===== src/cnn_pkg.sv =====
////////////////////////////////////////
// cnn_pkg
// tile geometry and on-chip buffer types
// for the conv accelerator tile loader
////////////////////////////////////////

package cnn_pkg;

    localparam int TM = 4;                          // input channels per tile
    localparam int TR = 4;                          // rows per slice
    localparam int TC = 4;                          // cols per slice
    localparam int SLICE_SIZE = TR * TC;            // words per channel slice
    localparam int FM_TILE_SIZE = TM * SLICE_SIZE;  // words per fm tile
    localparam int FM_BANKS = TM;                   // one bank per channel
    localparam int WT_TILE_SIZE = 32;               // words per weight tile
    localparam int DATA_W = 16;

    // issue counters must reach the full tile size
    localparam int FM_CNT_W = $clog2(FM_TILE_SIZE + 1);
    localparam int WT_CNT_W = $clog2(WT_TILE_SIZE + 1);

    typedef logic [DATA_W-1:0]                   data_t;
    typedef logic [$clog2(SLICE_SIZE)-1:0]       fm_addr_t;   // fm bank address
    typedef logic [$clog2(WT_TILE_SIZE)-1:0]     wt_addr_t;   // weight bank address
    typedef logic [FM_CNT_W-1:0]                 fm_cnt_t;
    typedef logic [WT_CNT_W-1:0]                 wt_cnt_t;

endpackage


===== src/mem_pkg.sv =====
////////////////////////////////////////
// mem_pkg
// external read port widths, latency
// and requester ids
////////////////////////////////////////

package mem_pkg;

    localparam int MEM_AW = 12;    // external word address width
    localparam int MEM_LAT = 2;    // fixed read latency in cycles

    typedef logic [MEM_AW-1:0] mem_addr_t;

    // who issued a read, used to route the return
    typedef logic req_id_t;

    localparam req_id_t REQ_FM = 1'b0;   // feature map loader
    localparam req_id_t REQ_WT = 1'b1;   // weight loader

endpackage


===== src/fm_bank.sv =====
////////////////////////////////////////
// fm_bank
// single write, single read memory bank
// with a registered read port
////////////////////////////////////////

`timescale 1ns/1ns

module fm_bank #(
    parameter int DEPTH_W = $bits(cnn_pkg::fm_addr_t)   // address width
) (
    input  logic                clk,
    input  logic                wr_en,
    input  logic [DEPTH_W-1:0]  wr_addr,
    input  cnn_pkg::data_t      wr_data,
    input  logic [DEPTH_W-1:0]  rd_addr,
    output cnn_pkg::data_t      rd_data
);

    cnn_pkg::data_t mem [2**DEPTH_W];

    always_ff @(posedge clk) begin
        if (wr_en) begin
            mem[wr_addr] <= wr_data;
        end
        rd_data <= mem[rd_addr];   // one cycle read latency
    end

endmodule


===== src/in_fm_buffer.sv =====
////////////////////////////////////////
// in_fm_buffer
// loads one fm tile into four banks, one
// channel slice per bank, four read ports
////////////////////////////////////////

`timescale 1ns/1ns

module in_fm_buffer (
    input  logic               clk,
    input  logic               rst,
    input  logic               load_start,
    input  mem_pkg::mem_addr_t base_addr,
    output logic               load_done,
    output logic               req,
    output mem_pkg::mem_addr_t req_addr,
    input  logic               gnt,
    input  logic               ret_valid,
    input  cnn_pkg::data_t     ret_data,
    input  cnn_pkg::fm_addr_t  rd_addr0,
    input  cnn_pkg::fm_addr_t  rd_addr1,
    input  cnn_pkg::fm_addr_t  rd_addr2,
    input  cnn_pkg::fm_addr_t  rd_addr3,
    output cnn_pkg::data_t     rd_data0,
    output cnn_pkg::data_t     rd_data1,
    output cnn_pkg::data_t     rd_data2,
    output cnn_pkg::data_t     rd_data3
);

    logic                         busy;
    logic                         start_ok;
    cnn_pkg::fm_cnt_t             issue_cnt;
    cnn_pkg::fm_addr_t            slice_cnt;
    logic [cnn_pkg::FM_BANKS-1:0] bank_sel;
    logic                         slice_end;
    logic                         last_word;
    cnn_pkg::fm_addr_t            bank_rd_addr [cnn_pkg::FM_BANKS];
    cnn_pkg::data_t               bank_rd_data [cnn_pkg::FM_BANKS];

    assign start_ok = load_start && !busy;   // start while busy is dropped

    always_ff @(posedge clk or posedge rst) begin
        if (rst) begin
            busy <= 1'b0;
        end else if (start_ok) begin
            busy <= 1'b1;
        end else if (last_word) begin
            busy <= 1'b0;
        end
    end

    // issue side, one word per grant
    always_ff @(posedge clk or posedge rst) begin
        if (rst) begin
            issue_cnt <= '0;
            req_addr  <= '0;
        end else if (start_ok) begin
            issue_cnt <= '0;
            req_addr  <= base_addr;
        end else if (gnt) begin
            issue_cnt <= issue_cnt + 1'b1;
            req_addr  <= req_addr + 1'b1;   // linear burst
        end
    end

    assign req = busy && (issue_cnt != cnn_pkg::fm_cnt_t'(cnn_pkg::FM_TILE_SIZE));

    // return side: slice word counter and rotating bank select
    assign slice_end = (slice_cnt == cnn_pkg::fm_addr_t'(cnn_pkg::SLICE_SIZE - 1));
    assign last_word = ret_valid && slice_end && bank_sel[cnn_pkg::FM_BANKS-1];

    always_ff @(posedge clk or posedge rst) begin
        if (rst) begin
            slice_cnt <= '0;
            bank_sel  <= {{(cnn_pkg::FM_BANKS-1){1'b0}}, 1'b1};   // bank 0
        end else if (start_ok) begin
            slice_cnt <= '0;
            bank_sel  <= {{(cnn_pkg::FM_BANKS-1){1'b0}}, 1'b1};
        end else if (ret_valid) begin
            if (slice_end) begin
                slice_cnt <= '0;
                bank_sel  <= {bank_sel[cnn_pkg::FM_BANKS-2:0],
                              bank_sel[cnn_pkg::FM_BANKS-1]};   // next channel
            end else begin
                slice_cnt <= slice_cnt + 1'b1;
            end
        end
    end

    always_ff @(posedge clk or posedge rst) begin
        if (rst) begin
            load_done <= 1'b0;
        end else begin
            load_done <= last_word;   // cycle after last write
        end
    end

    assign bank_rd_addr[0] = rd_addr0;
    assign bank_rd_addr[1] = rd_addr1;
    assign bank_rd_addr[2] = rd_addr2;
    assign bank_rd_addr[3] = rd_addr3;

    for (genvar b = 0; b < cnn_pkg::FM_BANKS; b++) begin : g_bank
        fm_bank u_fm_bank (
            .clk     (clk),
            .wr_en   (ret_valid && bank_sel[b]),
            .wr_addr (slice_cnt),
            .wr_data (ret_data),
            .rd_addr (bank_rd_addr[b]),
            .rd_data (bank_rd_data[b])
        );
    end

    assign rd_data0 = bank_rd_data[0];
    assign rd_data1 = bank_rd_data[1];
    assign rd_data2 = bank_rd_data[2];
    assign rd_data3 = bank_rd_data[3];

endmodule


===== src/mem_read_arbiter.sv =====
////////////////////////////////////////
// mem_read_arbiter
// round-robin share of the external read
// port, routes returns to the requester
////////////////////////////////////////

`timescale 1ns/1ns

module mem_read_arbiter (
    input  logic               clk,
    input  logic               rst,
    input  logic               fm_req,
    input  mem_pkg::mem_addr_t fm_addr,
    output logic               fm_gnt,
    input  logic               wt_req,
    input  mem_pkg::mem_addr_t wt_addr,
    output logic               wt_gnt,
    output logic               fm_ret_valid,
    output logic               wt_ret_valid,
    output cnn_pkg::data_t     ret_data,
    output logic               mem_rd_req,
    output mem_pkg::mem_addr_t mem_rd_addr,
    input  logic               mem_rd_valid,
    input  cnn_pkg::data_t     mem_rd_data
);

    mem_pkg::req_id_t            last_id;
    mem_pkg::req_id_t            gnt_id;
    logic [mem_pkg::MEM_LAT-1:0] pend_vld;
    mem_pkg::req_id_t            pend_id [mem_pkg::MEM_LAT];
    logic                        ret_hit;

    // on a tie the side not granted last wins
    assign fm_gnt = fm_req && (!wt_req || (last_id == mem_pkg::REQ_WT));
    assign wt_gnt = wt_req && (!fm_req || (last_id == mem_pkg::REQ_FM));

    assign gnt_id      = wt_gnt ? mem_pkg::REQ_WT : mem_pkg::REQ_FM;
    assign mem_rd_req  = fm_gnt || wt_gnt;
    assign mem_rd_addr = wt_gnt ? wt_addr : fm_addr;

    always_ff @(posedge clk or posedge rst) begin
        if (rst) begin
            last_id <= mem_pkg::REQ_WT;   // fm wins the first tie
        end else if (mem_rd_req) begin
            last_id <= gnt_id;
        end
    end

    // in-flight tracking, one stage per cycle of read latency
    always_ff @(posedge clk or posedge rst) begin
        if (rst) begin
            pend_vld <= '0;
        end else begin
            pend_vld[0] <= mem_rd_req;
            for (int i = 1; i < mem_pkg::MEM_LAT; i++) begin
                pend_vld[i] <= pend_vld[i-1];
            end
        end
    end

    always_ff @(posedge clk) begin
        pend_id[0] <= gnt_id;
        for (int i = 1; i < mem_pkg::MEM_LAT; i++) begin
            pend_id[i] <= pend_id[i-1];
        end
    end

    assign ret_hit = mem_rd_valid && pend_vld[mem_pkg::MEM_LAT-1];

    // data is shared, only the owner sees a strobe
    assign fm_ret_valid = ret_hit && (pend_id[mem_pkg::MEM_LAT-1] == mem_pkg::REQ_FM);
    assign wt_ret_valid = ret_hit && (pend_id[mem_pkg::MEM_LAT-1] == mem_pkg::REQ_WT);
    assign ret_data     = mem_rd_data;

endmodule


===== src/tile_loader_top.sv =====
////////////////////////////////////////
// tile_loader_top
// fm and weight loaders sharing one
// external read port
////////////////////////////////////////

`timescale 1ns/1ns

module tile_loader_top (
    input  logic               clk,
    input  logic               rst,
    input  logic               fm_load_start,
    input  mem_pkg::mem_addr_t fm_base_addr,
    output logic               fm_load_done,
    input  logic               wt_load_start,
    input  mem_pkg::mem_addr_t wt_base_addr,
    output logic               wt_load_done,
    output logic               mem_rd_req,
    output mem_pkg::mem_addr_t mem_rd_addr,
    input  logic               mem_rd_valid,
    input  cnn_pkg::data_t     mem_rd_data,
    input  cnn_pkg::fm_addr_t  fm_rd_addr0,
    input  cnn_pkg::fm_addr_t  fm_rd_addr1,
    input  cnn_pkg::fm_addr_t  fm_rd_addr2,
    input  cnn_pkg::fm_addr_t  fm_rd_addr3,
    output cnn_pkg::data_t     fm_rd_data0,
    output cnn_pkg::data_t     fm_rd_data1,
    output cnn_pkg::data_t     fm_rd_data2,
    output cnn_pkg::data_t     fm_rd_data3,
    input  cnn_pkg::wt_addr_t  wt_rd_addr,
    output cnn_pkg::data_t     wt_rd_data
);

    logic               fm_req;
    mem_pkg::mem_addr_t fm_req_addr;
    logic               fm_gnt;
    logic               fm_ret_valid;
    logic               wt_req;
    mem_pkg::mem_addr_t wt_req_addr;
    logic               wt_gnt;
    logic               wt_ret_valid;
    cnn_pkg::data_t     ret_data;     // shared return bus

    in_fm_buffer u_in_fm_buffer (
        .clk        (clk),
        .rst        (rst),
        .load_start (fm_load_start),
        .base_addr  (fm_base_addr),
        .load_done  (fm_load_done),
        .req        (fm_req),
        .req_addr   (fm_req_addr),
        .gnt        (fm_gnt),
        .ret_valid  (fm_ret_valid),
        .ret_data   (ret_data),
        .rd_addr0   (fm_rd_addr0),
        .rd_addr1   (fm_rd_addr1),
        .rd_addr2   (fm_rd_addr2),
        .rd_addr3   (fm_rd_addr3),
        .rd_data0   (fm_rd_data0),
        .rd_data1   (fm_rd_data1),
        .rd_data2   (fm_rd_data2),
        .rd_data3   (fm_rd_data3)
    );

    weight_buffer u_weight_buffer (
        .clk        (clk),
        .rst        (rst),
        .load_start (wt_load_start),
        .base_addr  (wt_base_addr),
        .load_done  (wt_load_done),
        .req        (wt_req),
        .req_addr   (wt_req_addr),
        .gnt        (wt_gnt),
        .ret_valid  (wt_ret_valid),
        .ret_data   (ret_data),
        .rd_addr    (wt_rd_addr),
        .rd_data    (wt_rd_data)
    );

    mem_read_arbiter u_mem_read_arbiter (
        .clk          (clk),
        .rst          (rst),
        .fm_req       (fm_req),
        .fm_addr      (fm_req_addr),
        .fm_gnt       (fm_gnt),
        .wt_req       (wt_req),
        .wt_addr      (wt_req_addr),
        .wt_gnt       (wt_gnt),
        .fm_ret_valid (fm_ret_valid),
        .wt_ret_valid (wt_ret_valid),
        .ret_data     (ret_data),
        .mem_rd_req   (mem_rd_req),
        .mem_rd_addr  (mem_rd_addr),
        .mem_rd_valid (mem_rd_valid),
        .mem_rd_data  (mem_rd_data)
    );

endmodule


===== src/weight_buffer.sv =====
////////////////////////////////////////
// weight_buffer
// loads one weight tile into a single
// bank, one read port
////////////////////////////////////////

`timescale 1ns/1ns

module weight_buffer (
    input  logic               clk,
    input  logic               rst,
    input  logic               load_start,
    input  mem_pkg::mem_addr_t base_addr,
    output logic               load_done,
    output logic               req,
    output mem_pkg::mem_addr_t req_addr,
    input  logic               gnt,
    input  logic               ret_valid,
    input  cnn_pkg::data_t     ret_data,
    input  cnn_pkg::wt_addr_t  rd_addr,
    output cnn_pkg::data_t     rd_data
);

    logic              busy;
    logic              start_ok;
    cnn_pkg::wt_cnt_t  issue_cnt;
    cnn_pkg::wt_addr_t wr_addr;
    logic              last_word;

    assign start_ok  = load_start && !busy;
    assign last_word = ret_valid && (wr_addr == cnn_pkg::wt_addr_t'(cnn_pkg::WT_TILE_SIZE - 1));

    always_ff @(posedge clk or posedge rst) begin
        if (rst) begin
            busy <= 1'b0;
        end else if (start_ok) begin
            busy <= 1'b1;
        end else if (last_word) begin
            busy <= 1'b0;
        end
    end

    always_ff @(posedge clk or posedge rst) begin
        if (rst) begin
            issue_cnt <= '0;
            req_addr  <= '0;
            wr_addr   <= '0;
            load_done <= 1'b0;
        end else begin
            load_done <= last_word;
            if (start_ok) begin
                issue_cnt <= '0;
                req_addr  <= base_addr;
                wr_addr   <= '0;
            end else begin
                if (gnt) begin
                    issue_cnt <= issue_cnt + 1'b1;
                    req_addr  <= req_addr + 1'b1;
                end
                if (ret_valid) begin
                    wr_addr <= wr_addr + 1'b1;   // linear fill
                end
            end
        end
    end

    assign req = busy && (issue_cnt != cnn_pkg::wt_cnt_t'(cnn_pkg::WT_TILE_SIZE));

    fm_bank #(
        .DEPTH_W ($bits(cnn_pkg::wt_addr_t))
    ) u_wt_bank (
        .clk     (clk),
        .wr_en   (ret_valid),
        .wr_addr (wr_addr),
        .wr_data (ret_data),
        .rd_addr (rd_addr),
        .rd_data (rd_data)
    );

endmodule

===== config.mk =====
export PLATFORM = sky130hd
export DESIGN_NAME = tile_loader_top
export DESIGN_NICKNAME = d
export VERILOG_FILES = /design/src/cnn_pkg.sv /design/src/mem_pkg.sv /design/src/fm_bank.sv /design/src/in_fm_buffer.sv /design/src/mem_read_arbiter.sv /design/src/tile_loader_top.sv /design/src/weight_buffer.sv
export SDC_FILE = /design/constraint.sdc
export NUM_CORES = 1
export LEC_CHECK = 0
export ABC_AREA = 1
export BUFFER_PORTS_ARGS = -buffer_cell sky130_fd_sc_hd__buf_2
export CELL_PAD_IN_SITES_DETAIL_PLACEMENT = 1
export CELL_PAD_IN_SITES_GLOBAL_PLACEMENT = 1
export CORE_UTILIZATION = 48
export CTS_BUF_LIST = sky130_fd_sc_hd__clkbuf_8
export DETAILED_ROUTE_END_ITERATION = 12
export PLACE_DENSITY_LB_ADDON = 0.12
export SYNTH_ARGS = -nofsm -noshare
export SYNTH_HDL_FRONTEND = slang
export SYNTH_SLANG_ARGS = --single-unit

===== constraint.sdc =====
create_clock -name clk -period 2.85 [get_ports clk]
set_input_delay 0.57 -clock clk [delete_from_list [all_inputs] [get_ports clk]]
set_output_delay 0.57 -clock clk [all_outputs]
set_load 0.03 [all_outputs]

==> metrics.md, run 1 <==
| Metric | Value |
|---|---|
| Status | finished with violations |
| Failing checks | setup timing |
| Synth Warn # | 0 |
| Met1 usage | 0.377 |
| Count leader, synth | edfxtp_1 |
| Crit path time final | 3.11 ns |
| Initial core utilization | 0.485 |
| Detailed Routing Iterations Pass 1 | 5 |
| Root buffer cell | clkbuf_8 |
| Dpl hpwl | 117,000 um |
| Startpoint class of the critical path | flip-flop |
| EDFF count, synth | 1,536 |
| Syn Nets | 5,739 |
| Asr flop ratio synth | 0.0340 |
| Detailed Route WL | 193,000 um |
| Number of global-route vias before repair | 46,542 |
| Seq cells post-synth | 1,675 |
| Clk buf depth | 4 |
| Cell row count | 137 |
| Final setup viols | 13 |
| Post-synthesis sequential area ratio | 0.727 |
| Synth cell count leaders | edfxtp_1, nand2_1, nand3_1, inv_1, o21ai_0 |
| Initial antenna violation count | 7 |
| Synthesis-to-finish area growth | 14.9% |
| DR DRC count | 0 |
| Num CTS Buffers | 298 |
| Total negative slack | -3.05 ns |
| Port bufs | 160 |
| CP Capture Type | output pin |
| Largest net degree at the start of global routing | 109 |
| Max-cap violations | 0 |
| RSZ-0062 raised after global routing | yes |
| H-Tree Depth | 5 |
| Predominant post-synthesis flop cell | edfxtp_1 |
| Synth cell types | 37 |
| Overall die height | 378 um |
| Nets | 6,162 |
| Fin. Hold Viols | 0 |
| Cell Area, Synth | 0.0677 mm^2 |
| FILL cells | 14,413 |
| Worst EP arrival | 2.54 ns |
| PnR worst setup slack | -0.258 ns |
| R2r setup slk | 0.44 ns |
| Most Used Layer, Global Route | met2 |
| Hold crit path type | input port to flip-flop |
| Reg clk slew, reported paths | 0.06 ns |
| Vias post-DR | 45,279 |
| Share of cells above drive strength 1 | 0.134 |
| Top Ports | 161 |
| GPL Wtd Cong | 0.830 |
| DIE WIDTH | 378 um |
| CTS tree | done |
| GR Layer Usage met3 | 0.0469 |
| Yosys top cell area share | 0.681 |
| Skew final | 0.0483 ns |
| Global Route Usage Sum | 0.271 |
| # clock sinks | 1,675 |
| WS Path Type | flip-flop to output pin |
| Area of the core | 0.140 mm^2 |
| Mapped Avg Cell Area | 12.0 um^2 |
| Worst path required time | 2.28 ns |
| GR Overflow Total | 0 |
| Max-slew violations | 0 |
| Clk Latency, worst-skew pair | 0.99 ns |
| First-pass GRT wire length | 289,000 um |
| Max IR drop VDD | 0.848 mV |
| Fin crit share | 1.09 |
| Die area | 0.143 mm^2 |
| P_leak | 29.8 nW |
| Critical Path Fanout Max | 6 |
| Vias per cell | 5.54 |
| Pwr dens | 708 mW/mm^2 |
| Fmax | 322 MHz |
| Synth top area cells | edfxtp_1, nand2_1, nand3_1 |
| Yosys top cell by area | edfxtp_1 |
| Synth Instances | 5,658 |
| Iter 0 DRT Violations | 3,858 |
| ANT nets after route | 0 |
| Slew @ Worst Pin | 0.724 ns |
| WHS | 0.0731 ns |
| Met2 usage | 0.435 |
| Max transition margin | 0.516 |
| DR WL/cell | 23.6 um |
==> worst max-delay path: stages, from the launching register on <==
cell	delay (ns)
dfrtp_1	0.37
inv_2	0.05
ha_1	0.19
nand2_1	0.07
inv_2	0.05
a31oi_4	0.25
nand2_8	0.14
buf_8	0.17
o21ai_4	0.13
buf_6	0.15
==> where the power goes <==
part | internal, mW | switching, mW
combinational | 2.05 | 4.66
sequential | 27.6 | 0.532
clock | 10.7 | 9.56
total | 40.3 | 14.8
==> placed cells by master, fill, tap and decap left out, types with 55 or more instances in the layout <==
master       n
dfxtp_1     82
clkbuf_8   323
buf_4      227
a21oi_1    258
buf_2      121
dfrtp_1     55
edfxtp_1  1536
nand3_1    846
buf_12      57
inv_1      699
o21ai_0    280
nand2_1   1198
nor2_1     101
o211ai_1   256
==> kinds of logic (layout without fill, tap and decap cells) <==
kind of cell,count (synthesis),count (layout),synth area share
and+or+nand+nor,2203,2204,0.139
DFF,1675,1675,0.727
buffers and inverters,925,1555,0.0595
AOI/OAI and AO/OA,831,831,0.0713
adders and majority gates,15,15,0.00277
xor gates and xnor gates,7,7,0.000906
muxes,2,2,0.000296
other,0,7,0
==> cell type report <==
| type | instances | area (um^2) | area share |
|---|---|---|---|
| sequential | 1675 | 49200 | 0.633 |
| multi-input combinational | 3059 | 14700 | 0.189 |
| clock buffer | 322 | 4430 | 0.0570 |
| timing repair buffer | 459 | 4020 | 0.0517 |
| tap | 1876 | 2350 | 0.0302 |
| inverter | 588 | 2220 | 0.0286 |
| clock inverter | 186 | 847 | 0.0109 |
| antenna | 7 | 17.5 | 0.000225 |
==> routing by layer <==
| metal | wire, um | up-vias |
|---|---|---|
| li1 | - | 20678 |
| met1 | 83800 | 22985 |
| met2 | 92200 | 1309 |
| met3 | 11700 | 305 |
| met4 | 4870 | 2 |
| met5 | 13 | - |
==> repair_timing <==
action / CTS / global route
hold endpoints to repair: 146 / 0
cloned: 1 / 0
pin swaps: 6 / 3
hold buffers: 36 / 0
gates resized for setup: 65 / 7
setup endpoints to repair: 13 / 13
setup buffers: 14 / 6
==> path summary, 6_finish.rpt <==
path,from,to,cells past startpoint
min reg2reg,u_mem_read_arbiter.pend_id[0][0],u_mem_read_arbiter.pend_id[0][1],0
min,mem_rd_data[6],u_in_fm_buffer.g_bank[1].u_fm_bank.mem[10][6],1
max,u_weight_buffer.issue_cnt[0],mem_rd_addr[9],9
max reg2reg,u_weight_buffer.issue_cnt[0],u_weight_buffer.req_addr[2],12
min in group asynchronous,rst,u_weight_buffer.req_addr[1],3
max in group asynchronous,rst,u_in_fm_buffer.bank_sel[0],4
==> flip-flops by register name, summed over array words and instances (netlist names) <==
| register | flops |
|---|---|
| u_mem_read_arbiter.pend_vld | 2 |
| u_weight_buffer.wr_addr | 5 |
| u_weight_buffer.load_done | 1 |
| u_in_fm_buffer.req_addr | 12 |
| u_in_fm_buffer.load_done | 1 |
| u_in_fm_buffer.busy | 1 |
| u_weight_buffer.busy | 1 |
| u_in_fm_buffer.issue_cnt | 7 |
| u_weight_buffer.u_wt_bank.mem | 512 |
| u_in_fm_buffer.g_bank.u_fm_bank.rd_data | 64 |
| u_weight_buffer.issue_cnt | 6 |
| u_weight_buffer.req_addr | 12 |
| u_weight_buffer.u_wt_bank.rd_data | 16 |
| u_mem_read_arbiter.last_id | 1 |
| u_in_fm_buffer.bank_sel | 4 |
| u_in_fm_buffer.g_bank.u_fm_bank.mem | 1024 |
| u_in_fm_buffer.slice_cnt | 4 |
| u_mem_read_arbiter.pend_id | 2 |
==> metrics by stage <==
| step | util | area, um^2 | setup slack [ns] | std cells | power, mW |
|---|---|---|---|---|---|
| final | 0.557 | 77800 | -0.258 | 8172 | 55.1 |
| after global routing | 0.557 | 77800 | -0.387 | 8169 | 57.1 |
| after CTS | 0.556 | 77700 | -0.356 | 8159 | 55.4 |
| after detailed placement | 0.513 | 71700 | 0.258 | 7600 | 34.6 |
| after global placement | 0.513 | 71700 | 0.295 | 7600 | 34.4 |
| after floorplan | - | 67700 | 0.458 | 5658 | 32.0 |
Note: power is estimated with default switching activity, not from simulation.
==> inputs of run 2 (changes only) <==
--- a/config.mk
+++ b/config.mk
@@ -13,6 +13,7 @@
 export CTS_BUF_LIST = sky130_fd_sc_hd__clkbuf_8
 export DETAILED_ROUTE_END_ITERATION = 12
 export PLACE_DENSITY_LB_ADDON = 0.12
+export RECOVER_POWER = 100
 export SYNTH_ARGS = -nofsm -noshare
 export SYNTH_HDL_FRONTEND = slang
 export SYNTH_SLANG_ARGS = --single-unit
==> run 2 against run 1 <==
  * The flow finishes with violations (capacitance limit, slew limit, setup timing)
  * Critical path type unchanged
  * Largest power group unchanged
  * Worst hold slack improved by 0.046 ns
  * Critical endpoint unchanged
  * Largest cell class unchanged
  * Critical path depth increased by 1
  * Design area decreased by 0.66%
==> metrics.md, run 2 (same netlist as run 1, synthesis figures left out) <==
| Metric | Value |
|---|---|
| Number of global-route vias before repair | 46,542 |
| CP startpoint | u_weight_buffer.issue_cnt[0] |
| Root buffer cell | clkbuf_8 |
| Total negative slack | -3.09 ns |
| Most frequent cells in the layout | edfxtp_1, nand2_1, nand3_1, inv_1, clkbuf_8 |
| DR WL/cell | 23.6 um |
| WS Path Type | flip-flop to output pin |
| Iter 0 DRT Violations | 3,738 |
| Share of cells above drive strength 1 | 0.128 |
| Hold crit path type | input port to flip-flop |
| Dpl ws | 0.258 ns |
| Top Ports | 161 |
| Worst path required time | 2.28 ns |
| Detailed Route WL | 193,000 um |
| Worst EP arrival | 2.54 ns |
| Registers with the most flip-flops | u_in_fm_buffer.g_bank.u_fm_bank.mem (1024), u_weight_buffer.u_wt_bank.mem (512), u_in_fm_buffer.g_bank.u_fm_bank.rd_data (64) |
| Num CTS Buffers | 298 |
| PnR worst setup slack | -0.261 ns |
| Reg-to-Reg Start | u_weight_buffer.issue_cnt[0] |
| CP Capture Type | output pin |
| Max transition margin | -0.971 |
| Final setup viols | 19 |
| Reg clk slew, reported paths | 0.06 ns |
| Commonest non-fill, non-tap cell in the layout | edfxtp_1 |
| Overall die height | 378 um |
| Crit path time final | 3.11 ns |
| DR DRC count | 0 |
| First-pass GRT wire length | 289,000 um |
| DIE WIDTH | 378 um |
| RSZ-0062 raised after global routing | yes |
| CTS tree | done |
| Max FFs per register | 1,024 |
| # clock sinks | 1,675 |
| Max-cap violations | 17 |
| Die area | 0.143 mm^2 |
| Initial core utilization | 0.485 |
| Nets | 6,162 |
| CP max stage delay | 0.37 ns |
| Crit-path slowest cell | dfrtp_1 |
| Worst-path cell chain | inv_2, ha_1, nand2_1, inv_2, a31oi_4, nand2_8, buf_8, nand2_2, o21ai_4, buf_6 |
| Pwr dens | 712 mW/mm^2 |
| P_leak | 29.6 nW |
| Clk buf depth | 4 |
| Port bufs | 160 |
| Fin. Hold Viols | 0 |
| Status | finished with violations |
| Skew final | 0.0506 ns |
| Synthesis-to-finish area growth | 14.1% |
| GPL Wtd Cong | 0.830 |
| Critical Path Fanout Max | 7 |
| Vias per cell | 5.53 |
| Finished Cell Area | 0.0773 mm^2 |
| Dpl hpwl | 117,000 um |
| DP Area | 0.0717 mm^2 |
| Pwr Total | 55.0 mW |
| Slew @ Worst Pin | 2.96 ns |
| Max IR drop VDD | 0.848 mV |
| Clk Latency, worst-skew pair | 0.99 ns |
| Cell row count | 137 |
| Global Route Usage Sum | 0.271 |
| Fin crit share | 1.09 |
| GR Overflow Total | 0 |
| WHS | 0.120 ns |
| Fmax | 321 MHz |
| Biggest register | u_in_fm_buffer.g_bank.u_fm_bank.mem |
| Initial antenna violation count | 8 |
| Startpoint class of the critical path | flip-flop |
| ANT nets after route | 0 |
| Largest net degree at the start of global routing | 109 |
| Vias post-DR | 45,158 |
| Max-slew violations | 766 |
| Worst hold start | fm_rd_addr2[3] |
| Area of the core | 0.140 mm^2 |
| Most used cell, CP | inv_2 |
| Failing checks | capacitance limit, slew limit, setup timing |
| Detailed Routing Iterations Pass 1 | 5 |
| H-Tree Depth | 5 |
[run 2: cell types whose count changed in the layout (fill, tap and decap cells not counted), moves of 4 or more]
cell,previous run,this run
buf_4,227,191
clkbuf_1,0,30
clkbuf_2,0,29
buf_12,57,32
clkbuf_4,0,4
[run 2: per-layer routing]
| layer | track usage | wire, um | vias up |
|---|---|---|---|
| li1 | - | - | 20679 |
| met1 | 0.377 | 84400 | 22866 |
| met2 | 0.435 | 91900 | 1292 |
| met3 | 0.0469 | 11300 | 319 |
| met4 | 0.0847 | 5170 | 2 |
| met5 | 0 | 13 | - |
[run 2: metrics by stage]
stage / utilization / cells
CTS: 0.556 / 8159
floorplan: - / 5658
detailed placement: 0.513 / 7600
global route: 0.553 / 8170
global placement: 0.513 / 7600
finish: 0.553 / 8171
[run 2: worst max-delay path: cells and delay by family, from the launching register on]
kind	cells	cell delay (ns)
simple gates	3	0.29
compound gates	2	0.30
fa+ha+maj	1	0.19
buf+inv	4	0.41
flops	1	0.37
[run 2: area by class of cell]
cell class | count | area (um^2)
clock inverters | 186 | 847
well taps | 1876 | 2350
diodes | 6 | 15.0
flip-flops and latches | 1675 | 49200
multi-input cells | 3059 | 14700
inverters | 588 | 2220
clock buffers | 322 | 4430
fillers | 14470 | 62400
repair buffers | 459 | 3520
[run 2: power breakdown]
| part | internal (mW) | leakage (nW) | switching, mW |
|---|---|---|---|
| sequential | 27.6 | 15.2 | 0.532 |
| clock | 10.7 | 3.15 | 9.56 |
| combinational | 1.97 | 11.2 | 4.65 |
| total | 40.2 | 29.6 | 14.7 |
[run 2: path summary, 6_finish.rpt]
kind	to	slack [ns]	depth (start not counted)
min in group asynchronous	u_weight_buffer.req_addr[1]	0.35	3
hold / removal	u_in_fm_buffer.g_bank[2].u_fm_bank.rd_data[1]	0.12	3
hold reg to reg	u_mem_read_arbiter.pend_id[0][1]	0.36	0
setup / recovery	mem_rd_addr[9]	-0.26	10
setup reg to reg	u_weight_buffer.req_addr[2]	0.44	12
max in group asynchronous	u_in_fm_buffer.slice_cnt[0]	0.96	4
[run 2: timing repair]
action                     CTS  global route
hold buffers                36             0
hold endpoints to repair   146             0
pin swaps                    6             3
gates cloned                 1             0
resized for setup           65             7
buffers inserted            14             6
setup endpoints to repair   13            13
